==> src/logic/norm_pkg.sv <==
package norm_pkg;

	// ------------------------------
	// Widths
	// ------------------------------

	localparam int SAMPLE_W = 16; // Signed input samples.
	localparam int DENOM_W  = 17; // Sum of magnitudes plus one.
	localparam int FRAC_W   = 8;  // Also the number of divide steps.
	localparam int CNT_W    = 4;

	// ------------------------------
	// Data types
	// ------------------------------

	typedef struct packed
	{
		logic signed [SAMPLE_W-1:0] din_1;
		logic signed [SAMPLE_W-1:0] din_2;
	} sample_pair_t;

	typedef struct packed
	{
		logic [FRAC_W-1:0] q_1;
		logic [FRAC_W-1:0] q_2;
	} frac_pair_t;

	// Controller states.
	typedef enum logic [2:0]
	{
		IDLE   = 3'd0,
		SUM    = 3'd1,
		LOAD   = 3'd2,
		DIVIDE = 3'd3,
		DONE   = 3'd4
	} ctrl_state_t;

	// Strobes shared by both dividers.
	typedef struct packed
	{
		logic load;
		logic step;
	} div_ctrl_t;

endpackage
==> src/logic/norm_seq.sv <==
`timescale 1ns/1ps

module norm_seq
(
	input  logic                   clk,
	input  logic                   rst,
	input  logic                   nd,
	input  norm_pkg::sample_pair_t din,
	output logic                   busy,
	output logic                   valid,
	output norm_pkg::frac_pair_t   dout
);

	import norm_pkg::*;

	logic                capture;
	logic                sum_en;
	logic                cnt_clear;
	logic                cnt_en;
	logic                last;
	div_ctrl_t           div;
	logic [SAMPLE_W-1:0] mag_1;
	logic [SAMPLE_W-1:0] mag_2;
	logic [DENOM_W-1:0]  denom;
	logic [FRAC_W-1:0]   quot_1;
	logic [FRAC_W-1:0]   quot_2;

	// ------------------------------
	// Control
	// ------------------------------

	norm_ctrl i_norm_ctrl
	(
		.clk       (clk),
		.rst       (rst),
		.nd        (nd),
		.last      (last),
		.capture   (capture),
		.sum_en    (sum_en),
		.cnt_clear (cnt_clear),
		.cnt_en    (cnt_en),
		.div       (div),
		.busy      (busy),
		.valid     (valid)
	);

	bit_counter i_bit_counter
	(
		.clk   (clk),
		.rst   (rst),
		.clear (cnt_clear),
		.en    (cnt_en),
		.last  (last)
	);

	// ------------------------------
	// Datapath
	// ------------------------------

	norm_front i_norm_front
	(
		.clk     (clk),
		.rst     (rst),
		.capture (capture),
		.sum_en  (sum_en),
		.din     (din),
		.mag_1   (mag_1),
		.mag_2   (mag_2),
		.denom   (denom)
	);

	// Both dividers share one denominator.
	frac_divider i_frac_div_1
	(
		.clk   (clk),
		.rst   (rst),
		.div   (div),
		.mag   (mag_1),
		.denom (denom),
		.quot  (quot_1)
	);

	frac_divider i_frac_div_2
	(
		.clk   (clk),
		.rst   (rst),
		.div   (div),
		.mag   (mag_2),
		.denom (denom),
		.quot  (quot_2)
	);

	assign dout.q_1 = quot_1;
	assign dout.q_2 = quot_2;

endmodule

==> src/logic/frac_divider.sv <==
`timescale 1ns/1ps

module frac_divider
(
	input  logic                           clk,
	input  logic                           rst,
	input  norm_pkg::div_ctrl_t            div,
	input  logic [norm_pkg::SAMPLE_W-1:0] mag,
	input  logic [norm_pkg::DENOM_W-1:0]  denom,
	output logic [norm_pkg::FRAC_W-1:0]   quot
);

	import norm_pkg::*;

	logic [DENOM_W-1:0] divisor;
	logic [DENOM_W:0]   rem;     // One spare bit for the doubling.
	logic [DENOM_W:0]   rem_dbl;
	logic [DENOM_W:0]   rem_sub;
	logic               fits;

	// ------------------------------
	// Trial subtraction
	// ------------------------------

	// Remainder stays below the divisor, so the top bit of rem is zero.
	assign rem_dbl = {rem[DENOM_W-1:0], 1'b0};
	assign fits    = (rem_dbl >= {1'b0, divisor});
	assign rem_sub = rem_dbl - {1'b0, divisor};

	// ------------------------------
	// Divisor and remainder
	// ------------------------------

	always_ff @(posedge clk)
	begin
		if (div.load)
		begin
			divisor <= denom;
			rem     <= (DENOM_W + 1)'(mag);
		end
		else if (div.step)
		begin
			if (fits)
			begin
				rem <= rem_sub;
			end
			else
			begin
				rem <= rem_dbl;
			end
		end
	end

	// ------------------------------
	// Quotient
	// ------------------------------

	always_ff @(posedge clk)
	begin
		if (!rst)
		begin
			quot <= '0;
		end
		else if (div.load)
		begin
			quot <= '0;
		end
		else if (div.step)
		begin
			quot <= {quot[FRAC_W-2:0], fits}; // MSB first.
		end
	end

endmodule

==> src/logic/norm_front.sv <==
`timescale 1ns/1ps

module norm_front
(
	input  logic                           clk,
	input  logic                           rst,
	input  logic                           capture,
	input  logic                           sum_en,
	input  norm_pkg::sample_pair_t         din,
	output logic [norm_pkg::SAMPLE_W-1:0] mag_1,
	output logic [norm_pkg::SAMPLE_W-1:0] mag_2,
	output logic [norm_pkg::DENOM_W-1:0]  denom
);

	import norm_pkg::*;

	sample_pair_t         smp;
	logic [SAMPLE_W-1:0] abs_1;
	logic [SAMPLE_W-1:0] abs_2;
	logic [DENOM_W-1:0]  denom_next;

	// Two's complement magnitude, -32768 maps to 32768 unsigned.
	function automatic logic [SAMPLE_W-1:0] magnitude(input logic signed [SAMPLE_W-1:0] x);
		logic [SAMPLE_W-1:0] u;
		u = x;
		if (u[SAMPLE_W-1])
		begin
			return ~u + 1'b1;
		end
		else
		begin
			return u;
		end
	endfunction

	// ------------------------------
	// Input capture
	// ------------------------------

	always_ff @(posedge clk)
	begin
		if (capture)
		begin
			smp <= din;
		end
	end

	// ------------------------------
	// Magnitudes and denominator
	// ------------------------------

	assign abs_1      = magnitude(smp.din_1);
	assign abs_2      = magnitude(smp.din_2);
	assign denom_next = DENOM_W'(abs_1) + DENOM_W'(abs_2) + DENOM_W'(1); // Never zero.

	always_ff @(posedge clk)
	begin
		if (!rst)
		begin
			mag_1 <= '0;
			mag_2 <= '0;
			denom <= DENOM_W'(1);
		end
		else if (sum_en)
		begin
			mag_1 <= abs_1;
			mag_2 <= abs_2;
			denom <= denom_next;
		end
	end

endmodule

==> src/logic/bit_counter.sv <==
`timescale 1ns/1ps

module bit_counter
(
	input  logic clk,
	input  logic rst,
	input  logic clear,
	input  logic en,
	output logic last
);

	import norm_pkg::*;

	logic [CNT_W-1:0] count;

	always_ff @(posedge clk)
	begin
		if (!rst)
		begin
			count <= '0;
		end
		else if (clear)
		begin
			count <= '0;
		end
		else if (en)
		begin
			count <= count + 1'b1;
		end
	end

	// High during the final divide step.
	assign last = (count == CNT_W'(FRAC_W - 1));

endmodule

==> src/logic/norm_ctrl.sv <==
`timescale 1ns/1ps

module norm_ctrl
(
	input  logic                clk,
	input  logic                rst,
	input  logic                nd,
	input  logic                last,
	output logic                capture,
	output logic                sum_en,
	output logic                cnt_clear,
	output logic                cnt_en,
	output norm_pkg::div_ctrl_t div,
	output logic                busy,
	output logic                valid
);

	import norm_pkg::*;

	ctrl_state_t state;
	ctrl_state_t state_next;

	// ------------------------------
	// State register
	// ------------------------------

	always_ff @(posedge clk)
	begin
		if (!rst)
		begin
			state <= IDLE;
		end
		else
		begin
			state <= state_next;
		end
	end

	// ------------------------------
	// Next state
	// ------------------------------

	always_comb
	begin
		state_next = state;
		case (state)
			IDLE:
			begin
				if (nd) // New pair only accepted here.
				begin
					state_next = SUM;
				end
			end
			SUM:
			begin
				state_next = LOAD;
			end
			LOAD:
			begin
				state_next = DIVIDE;
			end
			DIVIDE:
			begin
				if (last)
				begin
					state_next = DONE;
				end
			end
			DONE:
			begin
				state_next = IDLE;
			end
			default:
			begin
				state_next = IDLE;
			end
		endcase
	end

	// ------------------------------
	// Stage strobes
	// ------------------------------

	always_comb
	begin
		capture   = (state == IDLE) && nd;
		sum_en    = (state == SUM);
		cnt_clear = (state == LOAD);
		cnt_en    = (state == DIVIDE);
		div.load  = (state == LOAD);
		div.step  = (state == DIVIDE); // One quotient bit per cycle.
	end

	assign busy  = (state != IDLE);
	assign valid = (state == DONE); // Single cycle, DONE always exits.

endmodule

==> config.mk <==
export PLATFORM = sky130hd
export DESIGN_NAME = norm_seq
export DESIGN_NICKNAME = d
export VERILOG_FILES = /design/src/logic/norm_pkg.sv /design/src/logic/norm_seq.sv /design/src/logic/frac_divider.sv /design/src/logic/norm_front.sv /design/src/logic/bit_counter.sv /design/src/logic/norm_ctrl.sv
export SDC_FILE = /design/constraint.sdc
export NUM_CORES = 1
export LEC_CHECK = 0
export BUFFER_PORTS_ARGS = -buffer_cell sky130_fd_sc_hd__buf_2
export CORE_ASPECT_RATIO = 1.75
export CORE_UTILIZATION = 51
export CTS_CLUSTER_SIZE = 12
export DETAILED_ROUTE_END_ITERATION = 12
export GPL_TIMING_DRIVEN = 1
export PLACE_DENSITY_LB_ADDON = 0.3
export SLEW_MARGIN = 20
export SYNTH_ARGS = -nofsm -noshare
export SYNTH_HDL_FRONTEND = slang
export SYNTH_SLANG_ARGS = --single-unit
export TNS_END_PERCENT = 100
==> constraint.sdc <==
create_clock -name clk -period 7 [get_ports clk]
set_input_delay 2.1 -clock clk [delete_from_list [all_inputs] [get_ports clk]]
set_output_delay 2.1 -clock clk [all_outputs]
set_load 0.01 [all_outputs]
* Word-level counts from Yosys, hierarchy flattened
Cells that the tools add are included.
** Storage, ports and cells
- Register bits after elaboration :: 155
- Bits in latches :: 0
- Bits in writable memories :: 0
- Bits in read-only memories :: 0
- Input port bits :: 35
- Output and inout port bits :: 18
- Word-level logic and storage cells :: 50
- Memories :: 0
** Operators by class
- Add/subtract/negate cells :: 7
- Multipliers :: 0
- Divide/modulo/power cells :: 0
- Magnitude comparators :: 2
- Eq/ne operators :: 7
- Shift-type cells :: 0
- Multiplexer cells :: 11
- Bitwise operators :: 3
- Reductions and logical operators :: 6
** Operators by type and width (number)
- two-way mux 16 bit :: 6
- greater-or-equal comparator 18 x 17 -> 1 bit :: 2
- two-way mux 17 bit :: 2
- subtractor 17 bit :: 2
- adder 16 x 1 -> 16 bit (second input constant) :: 2
- NOT 16 bit :: 2
- adder 16 x 16 -> 17 bit :: 1
- adder 17 x 1 -> 17 bit (second input constant) :: 1
- one-hot mux 3 bit (4 select lines) :: 1
- equality test 3 x 2 -> 1 bit (second input constant) :: 2
- two-way mux 3 bit :: 2
- adder 4 x 1 -> 4 bit (second input constant) :: 1
- equality test 4 x 3 -> 1 bit (second input constant) :: 1
- equality test 3 x 1 -> 1 bit (second input constant) :: 1
- equality test 3 bit (second input constant) :: 1
- zero test 3 bit :: 1
- nonzero test 3 bit :: 1
- inequality test 2 x 1 -> 1 bit (second input constant) :: 1
- inequality test 2 bit (second input constant) :: 1
- AND reduction 2 bit :: 1
- nonzero test 2 bit :: 1
- OR reduction 2 bit :: 1
- logical AND 1 bit :: 1
- NOT 1 bit :: 1

* Depth between registers and ports, before layout
- Depth in word-level cells :: 5
- Depth in mapped cells :: 15
- Depth with buffers taken out :: 15

* Hierarchy
From an unflattened synthesis, not the netlist that was laid out.
** Unflattened totals
- Cell total of the unflattened synthesis :: 981
- Area total of the unflattened synthesis :: 9765.6 um^2
** By module, submodules not included
- norm_front :: times used 1, cells an instance 418, area each 4035.1 um^2
- frac_divider at i_frac_div_2 :: times used 1, cells an instance 282, area each 2844.0 um^2
- frac_divider at i_frac_div_1 :: times used 1, cells an instance 243, area each 2518.7 um^2
- bit_counter :: times used 1, cells an instance 18, area each 191.4 um^2
- norm_ctrl :: times used 1, cells an instance 20, area each 176.4 um^2

* Worst setup path before layout
No wires, ideal clock.
- Path kind :: input -> register
- Start point :: input nd
- End point :: register i_norm_front.smp[0] (netlist bit) (enable)
- Setup time :: 0.421 ns
- Arrival :: 3.487 ns
- Data required time :: 6.579 ns
- Path slack :: 3.092 ns
- Stages on the path :: 2
- Path through :: inv_1 > nor2_1
** Between the ends
- Cells in the longest elaborated chain, start to end :: 1
** Ends and longest elaborated chain
- start, declared :: line norm_seq.sv:7 : input logic nd,
- logical AND 1 bit :: line norm_ctrl.sv:86 : capture = (state == IDLE) && nd;
- net capture :: line norm_seq.sv:16 : logic capture;
- end signal, assigned :: line norm_front.sv:44 : smp <= din;
- end, declared :: line norm_front.sv:17 : sample_pair_t smp;
The timed path passes the listed nets, and every way through them passes these cells.
A chain may end at the register's enable or synchronous reset.

* Worst setup path after layout
- Start point :: register i_norm_front.smp[16] (netlist bit)
- End point :: register i_norm_front.denom[15] (netlist bit)
** Between the ends
- Cells in the longest elaborated chain, start to end :: 5
** Ends and longest elaborated chain
- NOT 16 bit :: line norm_front.sv:28 : return ~u + 1'b1;
- adder 16 x 1 -> 16 bit :: line norm_front.sv:28
- two-way mux 16 bit :: line norm_front.sv:26 : if (u[SAMPLE_W-1])
- net i_norm_front.abs_1[13] :: line norm_front.sv:18 : logic [SAMPLE_W-1:0] abs_1;
- adder 16 x 16 -> 17 bit :: line norm_front.sv:54 : assign denom_next = DENOM_W'(abs_1) + DENOM_W'(abs_2) + DENOM_W'(1);
- adder 17 x 1 -> 17 bit :: line norm_front.sv:54
- end signal, assigned :: line norm_front.sv:68 : denom <= denom_next;
- end, declared :: line norm_front.sv:12 : output logic [norm_pkg::DENOM_W-1:0] denom
The timed path passes the listed nets, and every way through them passes these cells.

==> impl_metrics.ini <==
[route]
1st_iter_drt_viols = 360
topRoutingLayerUsed = met4
drc = 0
met2RoutedLength_um = 10100
routed_wl_um = 18700
wl_met1_um = 7390
route.met3.wl_um = 519
wire_per_inst_um = 15.7
vias_per_cell = 5.61
drt-pass1-iter-count = 5
route.antenna.remaining_nets = 0
routed-via-count = 6692

[final_layout]
syn_to_final_growth_pct = 12.7
layout-drive-gt1-share = 0.126
antenna_cells = 0
layout_commonest_cell = sky130_fd_sc_hd__nor2_1
postLayoutCoreUtil = 0.591
n_fill_cell = 1497
final_nets = 1043
layout_common_cells = sky130_fd_sc_hd__nor2_1, sky130_fd_sc_hd__nand2_1, sky130_fd_sc_hd__a21oi_1, sky130_fd_sc_hd__edfxtp_1, sky130_fd_sc_hd__dfxtp_1

[pwr]
power.leakage_nw = 3.89
seq_power_share = 0.385
clock_power_share = 0.322
p_per_cell_area_nw_per_um2 = 307
total_power_mw = 2.98
vdd_ir_drop_max_uv = 215
netSwitchingFraction = 0.323
power.share.combinational = 0.292
power_switching_mw = 0.963
p_int_mw = 2.02

[clock_network]
cts_setup_buffers = 0
cts_sinks = 155
cts.root.buffer_cell = sky130_fd_sc_hd__clkbuf_16
ctsLongestPathBuffers = 2
clkSlewWorstSetupHoldPaths_ns = 0.07
ctsHoldBuffers = 0
clk_latency_ns = 0.43
htree_num_levels = 4
cts_tree = built
post_cts_resize_count = 0
cts_inserted_buffers = 17

[synthesis]
synthesized_instance_count = 914
synth_fp_nets = 1002
synthSimpleGateAreaFrac = 0.163
synth_top_family_by_area = compound AO/OA/AOI/OAI gates
post-synth-top-area-fraction = 0.282
post_synth_main_area_contributors = sky130_fd_sc_hd__edfxtp_1, sky130_fd_sc_hd__dfxtp_1, sky130_fd_sc_hd__ha_1
synth.lib_cells_used.distinct = 65
post_synthesis_async_set_or_reset_flop_share = 0
area_fraction_in_compound_gates_after_synthesis = 0.169
postSynthAreaPerCell_um2 = 9.45
synth_seq_area_share = 0.453
post-synth-top-area-cell = sky130_fd_sc_hd__edfxtp_1
synth-edff-count = 81
synth-xor-area-share = 0.0728
synth.ff_latch_count = 155
mux_cell_area_share_after_synthesis = 0.0223
synth-adder-area-share = 0.0806
synth_ff_type = sky130_fd_sc_hd__edfxtp_1
netlist_area_um2 = 8630
synth-warning-count = 0

[job]
max_cap_violations = 0

[die]
floorplan.core_area_um2 = 16400
initial_core_util = 0.525
floorplan.die_area_um2 = 17500
placementRows = 62
chipHeight_um = 174
die_x_um = 100
boundaryPins = 53

[hold_path]
min-delay-path-class = reg2reg
hold_path.startpoint = i_norm_front.denom[3]$_SDFFE_PN0P_
whs_endpoint = i_frac_div_1.divisor[3]$_DFFE_PP_
holdPathStages = 0

[timing]
max_slew_margin = 0.290
fmaxAchievable_ghz = 0.278
fin_crit_ns = 3.60
timing.final.hold_violations = 0
timing.final.max_slew_violations = 0
setup-tns-final_ns = 0
worstMarginPinSlew_ns = 1.06
final_min_period_over_clock_period = 0.514
final.setup_skew_ns = 0.00865
report.final.setup_viol = 0
unrepaired_setup_endpoints_after_global_routing = false

[grt]
grt_antenna_before_repair = 0
vias_in_the_first_global_route = 6602
maximum_number_of_pins_on_one_net_before_global_route_repair = 73
global_route.usage.total = 0.228
global_route.overflow_total = 0
grt_first_pass_wirelength_um = 31000

[placed_design]
hpwl_um = 13700
port_buffers = 52
gpl.final_weighted_congestion = 0.943

[worst_setup_path]
cp.required_ns = 7.36
regToRegSetupSlack_ns = 3.40
crit_end_element = register
crit_arrival_ns = 3.96
crit_fanout = 5
worst-r2r-cell-count = 12
r2r-start = i_norm_front.smp[16]$_DFFE_PP_
timing.critical_path.from_type = register
crit-reg2reg-capture = i_norm_front.denom[15]$_SDFFE_PN0P_
criticalPathCategory = reg2reg
crit_path_start = i_norm_front.smp[16]$_DFFE_PP_

[status]
status = completed
## power groups by stage
stage | logic, mW | clock network (mW) | registers, mW
global placement | 0.849 | 0 | 1.16
CTS | 0.874 | 0.975 | 1.15
floorplan | 0.693 | 0 | 1.15
global route | 0.975 | 1.01 | 1.16
detailed placement | 0.864 | 0 | 1.17
finish | 0.872 | 0.961 | 1.15
## area by class of cell
type	count	area [um2]	area share
inverters	49	184	0.0189
clock inverters	14	165	0.0170
repair buffers	61	328	0.0337
clock buffers	18	450	0.0463
multi-input cells	671	4400	0.453
well taps	224	280	0.0288
flip-flops and latches	155	3910	0.402
## how the worst max path moves through the flow
stage	end	slack [ns]	cells past startpoint
after floorplan	i_norm_front.smp[0]$_DFFE_PP_	3.09	2
after global placement	i_frac_div_2.rem[1]$_DFFE_PN_	3.52	10
after detailed placement	i_frac_div_2.rem[1]$_DFFE_PN_	3.42	10
after CTS	i_frac_div_2.rem[4]$_DFFE_PN_	3.40	10
after global routing	i_frac_div_2.rem[1]$_DFFE_PN_	3.11	10
final	i_norm_front.denom[15]$_SDFFE_PN0P_	3.40	12
## sequential cells by signal (all words and copies together), names as in the netlist
name and cells:
i_norm_front.smp 32, i_frac_div_1.divisor 17, i_norm_ctrl.state 3, i_norm_front.denom 17
i_frac_div_2.rem 17, i_norm_front.mag_2 16, i_frac_div_1.quot 8, i_bit_counter.count 4
i_frac_div_2.quot 8, i_norm_front.mag_1 16, i_frac_div_1.rem 17
## per-layer routing
layer / track usage / up-vias
li1: - / 3341
met1: 0.240 / 3164
met2: 0.422 / 140
met3: 0.0414 / 47
met4: 0.115 / 0
met5: 0 / -
## worst max-delay path: stages, from the launching register on
cell and delay (ns):
sky130_fd_sc_hd__edfxtp_1 0.44, sky130_fd_sc_hd__nor4_1 0.74, sky130_fd_sc_hd__nand2_1 0.21, sky130_fd_sc_hd__o31ai_1 0.34, sky130_fd_sc_hd__xor2_1 0.49, sky130_fd_sc_hd__inv_1 0.10, sky130_fd_sc_hd__ha_1 0.24, sky130_fd_sc_hd__or2_2 0.34
sky130_fd_sc_hd__nor2_1 0.13, sky130_fd_sc_hd__o211ai_2 0.12, sky130_fd_sc_hd__o221ai_2 0.12, sky130_fd_sc_hd__nand4_1 0.15, sky130_fd_sc_hd__o211ai_2 0.11
## kinds of logic (layout without fill, tap and decap cells)
family / after synthesis / in the layout
simple gates: 304 / 304
compound gates: 224 / 224
buf+inv: 88 / 142
xor+xnor: 70 / 70
mux: 19 / 19
flops: 155 / 155
fa+ha+maj: 54 / 54
## synthesized netlist by cell type, types with 15 or more instances
library cell                 n
sky130_fd_sc_hd__dfxtp_1    74
sky130_fd_sc_hd__mux2i_1    17
sky130_fd_sc_hd__o21ai_1    15
sky130_fd_sc_hd__nor2_1    116
sky130_fd_sc_hd__o21ai_0    17
sky130_fd_sc_hd__xor2_1     20
sky130_fd_sc_hd__a211oi_1   30
sky130_fd_sc_hd__a21o_1     16
sky130_fd_sc_hd__inv_1      49
sky130_fd_sc_hd__clkbuf_1   34
sky130_fd_sc_hd__edfxtp_1   81
sky130_fd_sc_hd__xnor2_1    48
sky130_fd_sc_hd__nor3_1     23
sky130_fd_sc_hd__a21oi_1    83
sky130_fd_sc_hd__ha_1       50
sky130_fd_sc_hd__nand2_1    87
## stage by stage
step / instance area (um2) / cells / worst slack [ns] / hold WS, ns
global route: 9730 / 1192 / 3.11 / 0.433
detailed placement: 9110 / 1160 / 3.42 / 0.415
CTS: 9730 / 1192 / 3.40 / 0.427
floorplan: 8630 / 914 / 3.09 / 0.403
global placement: 9110 / 1160 / 3.52 / 0.413
finish: 9730 / 1192 / 3.40 / 0.428
Power figures use the tool's default switching activity.
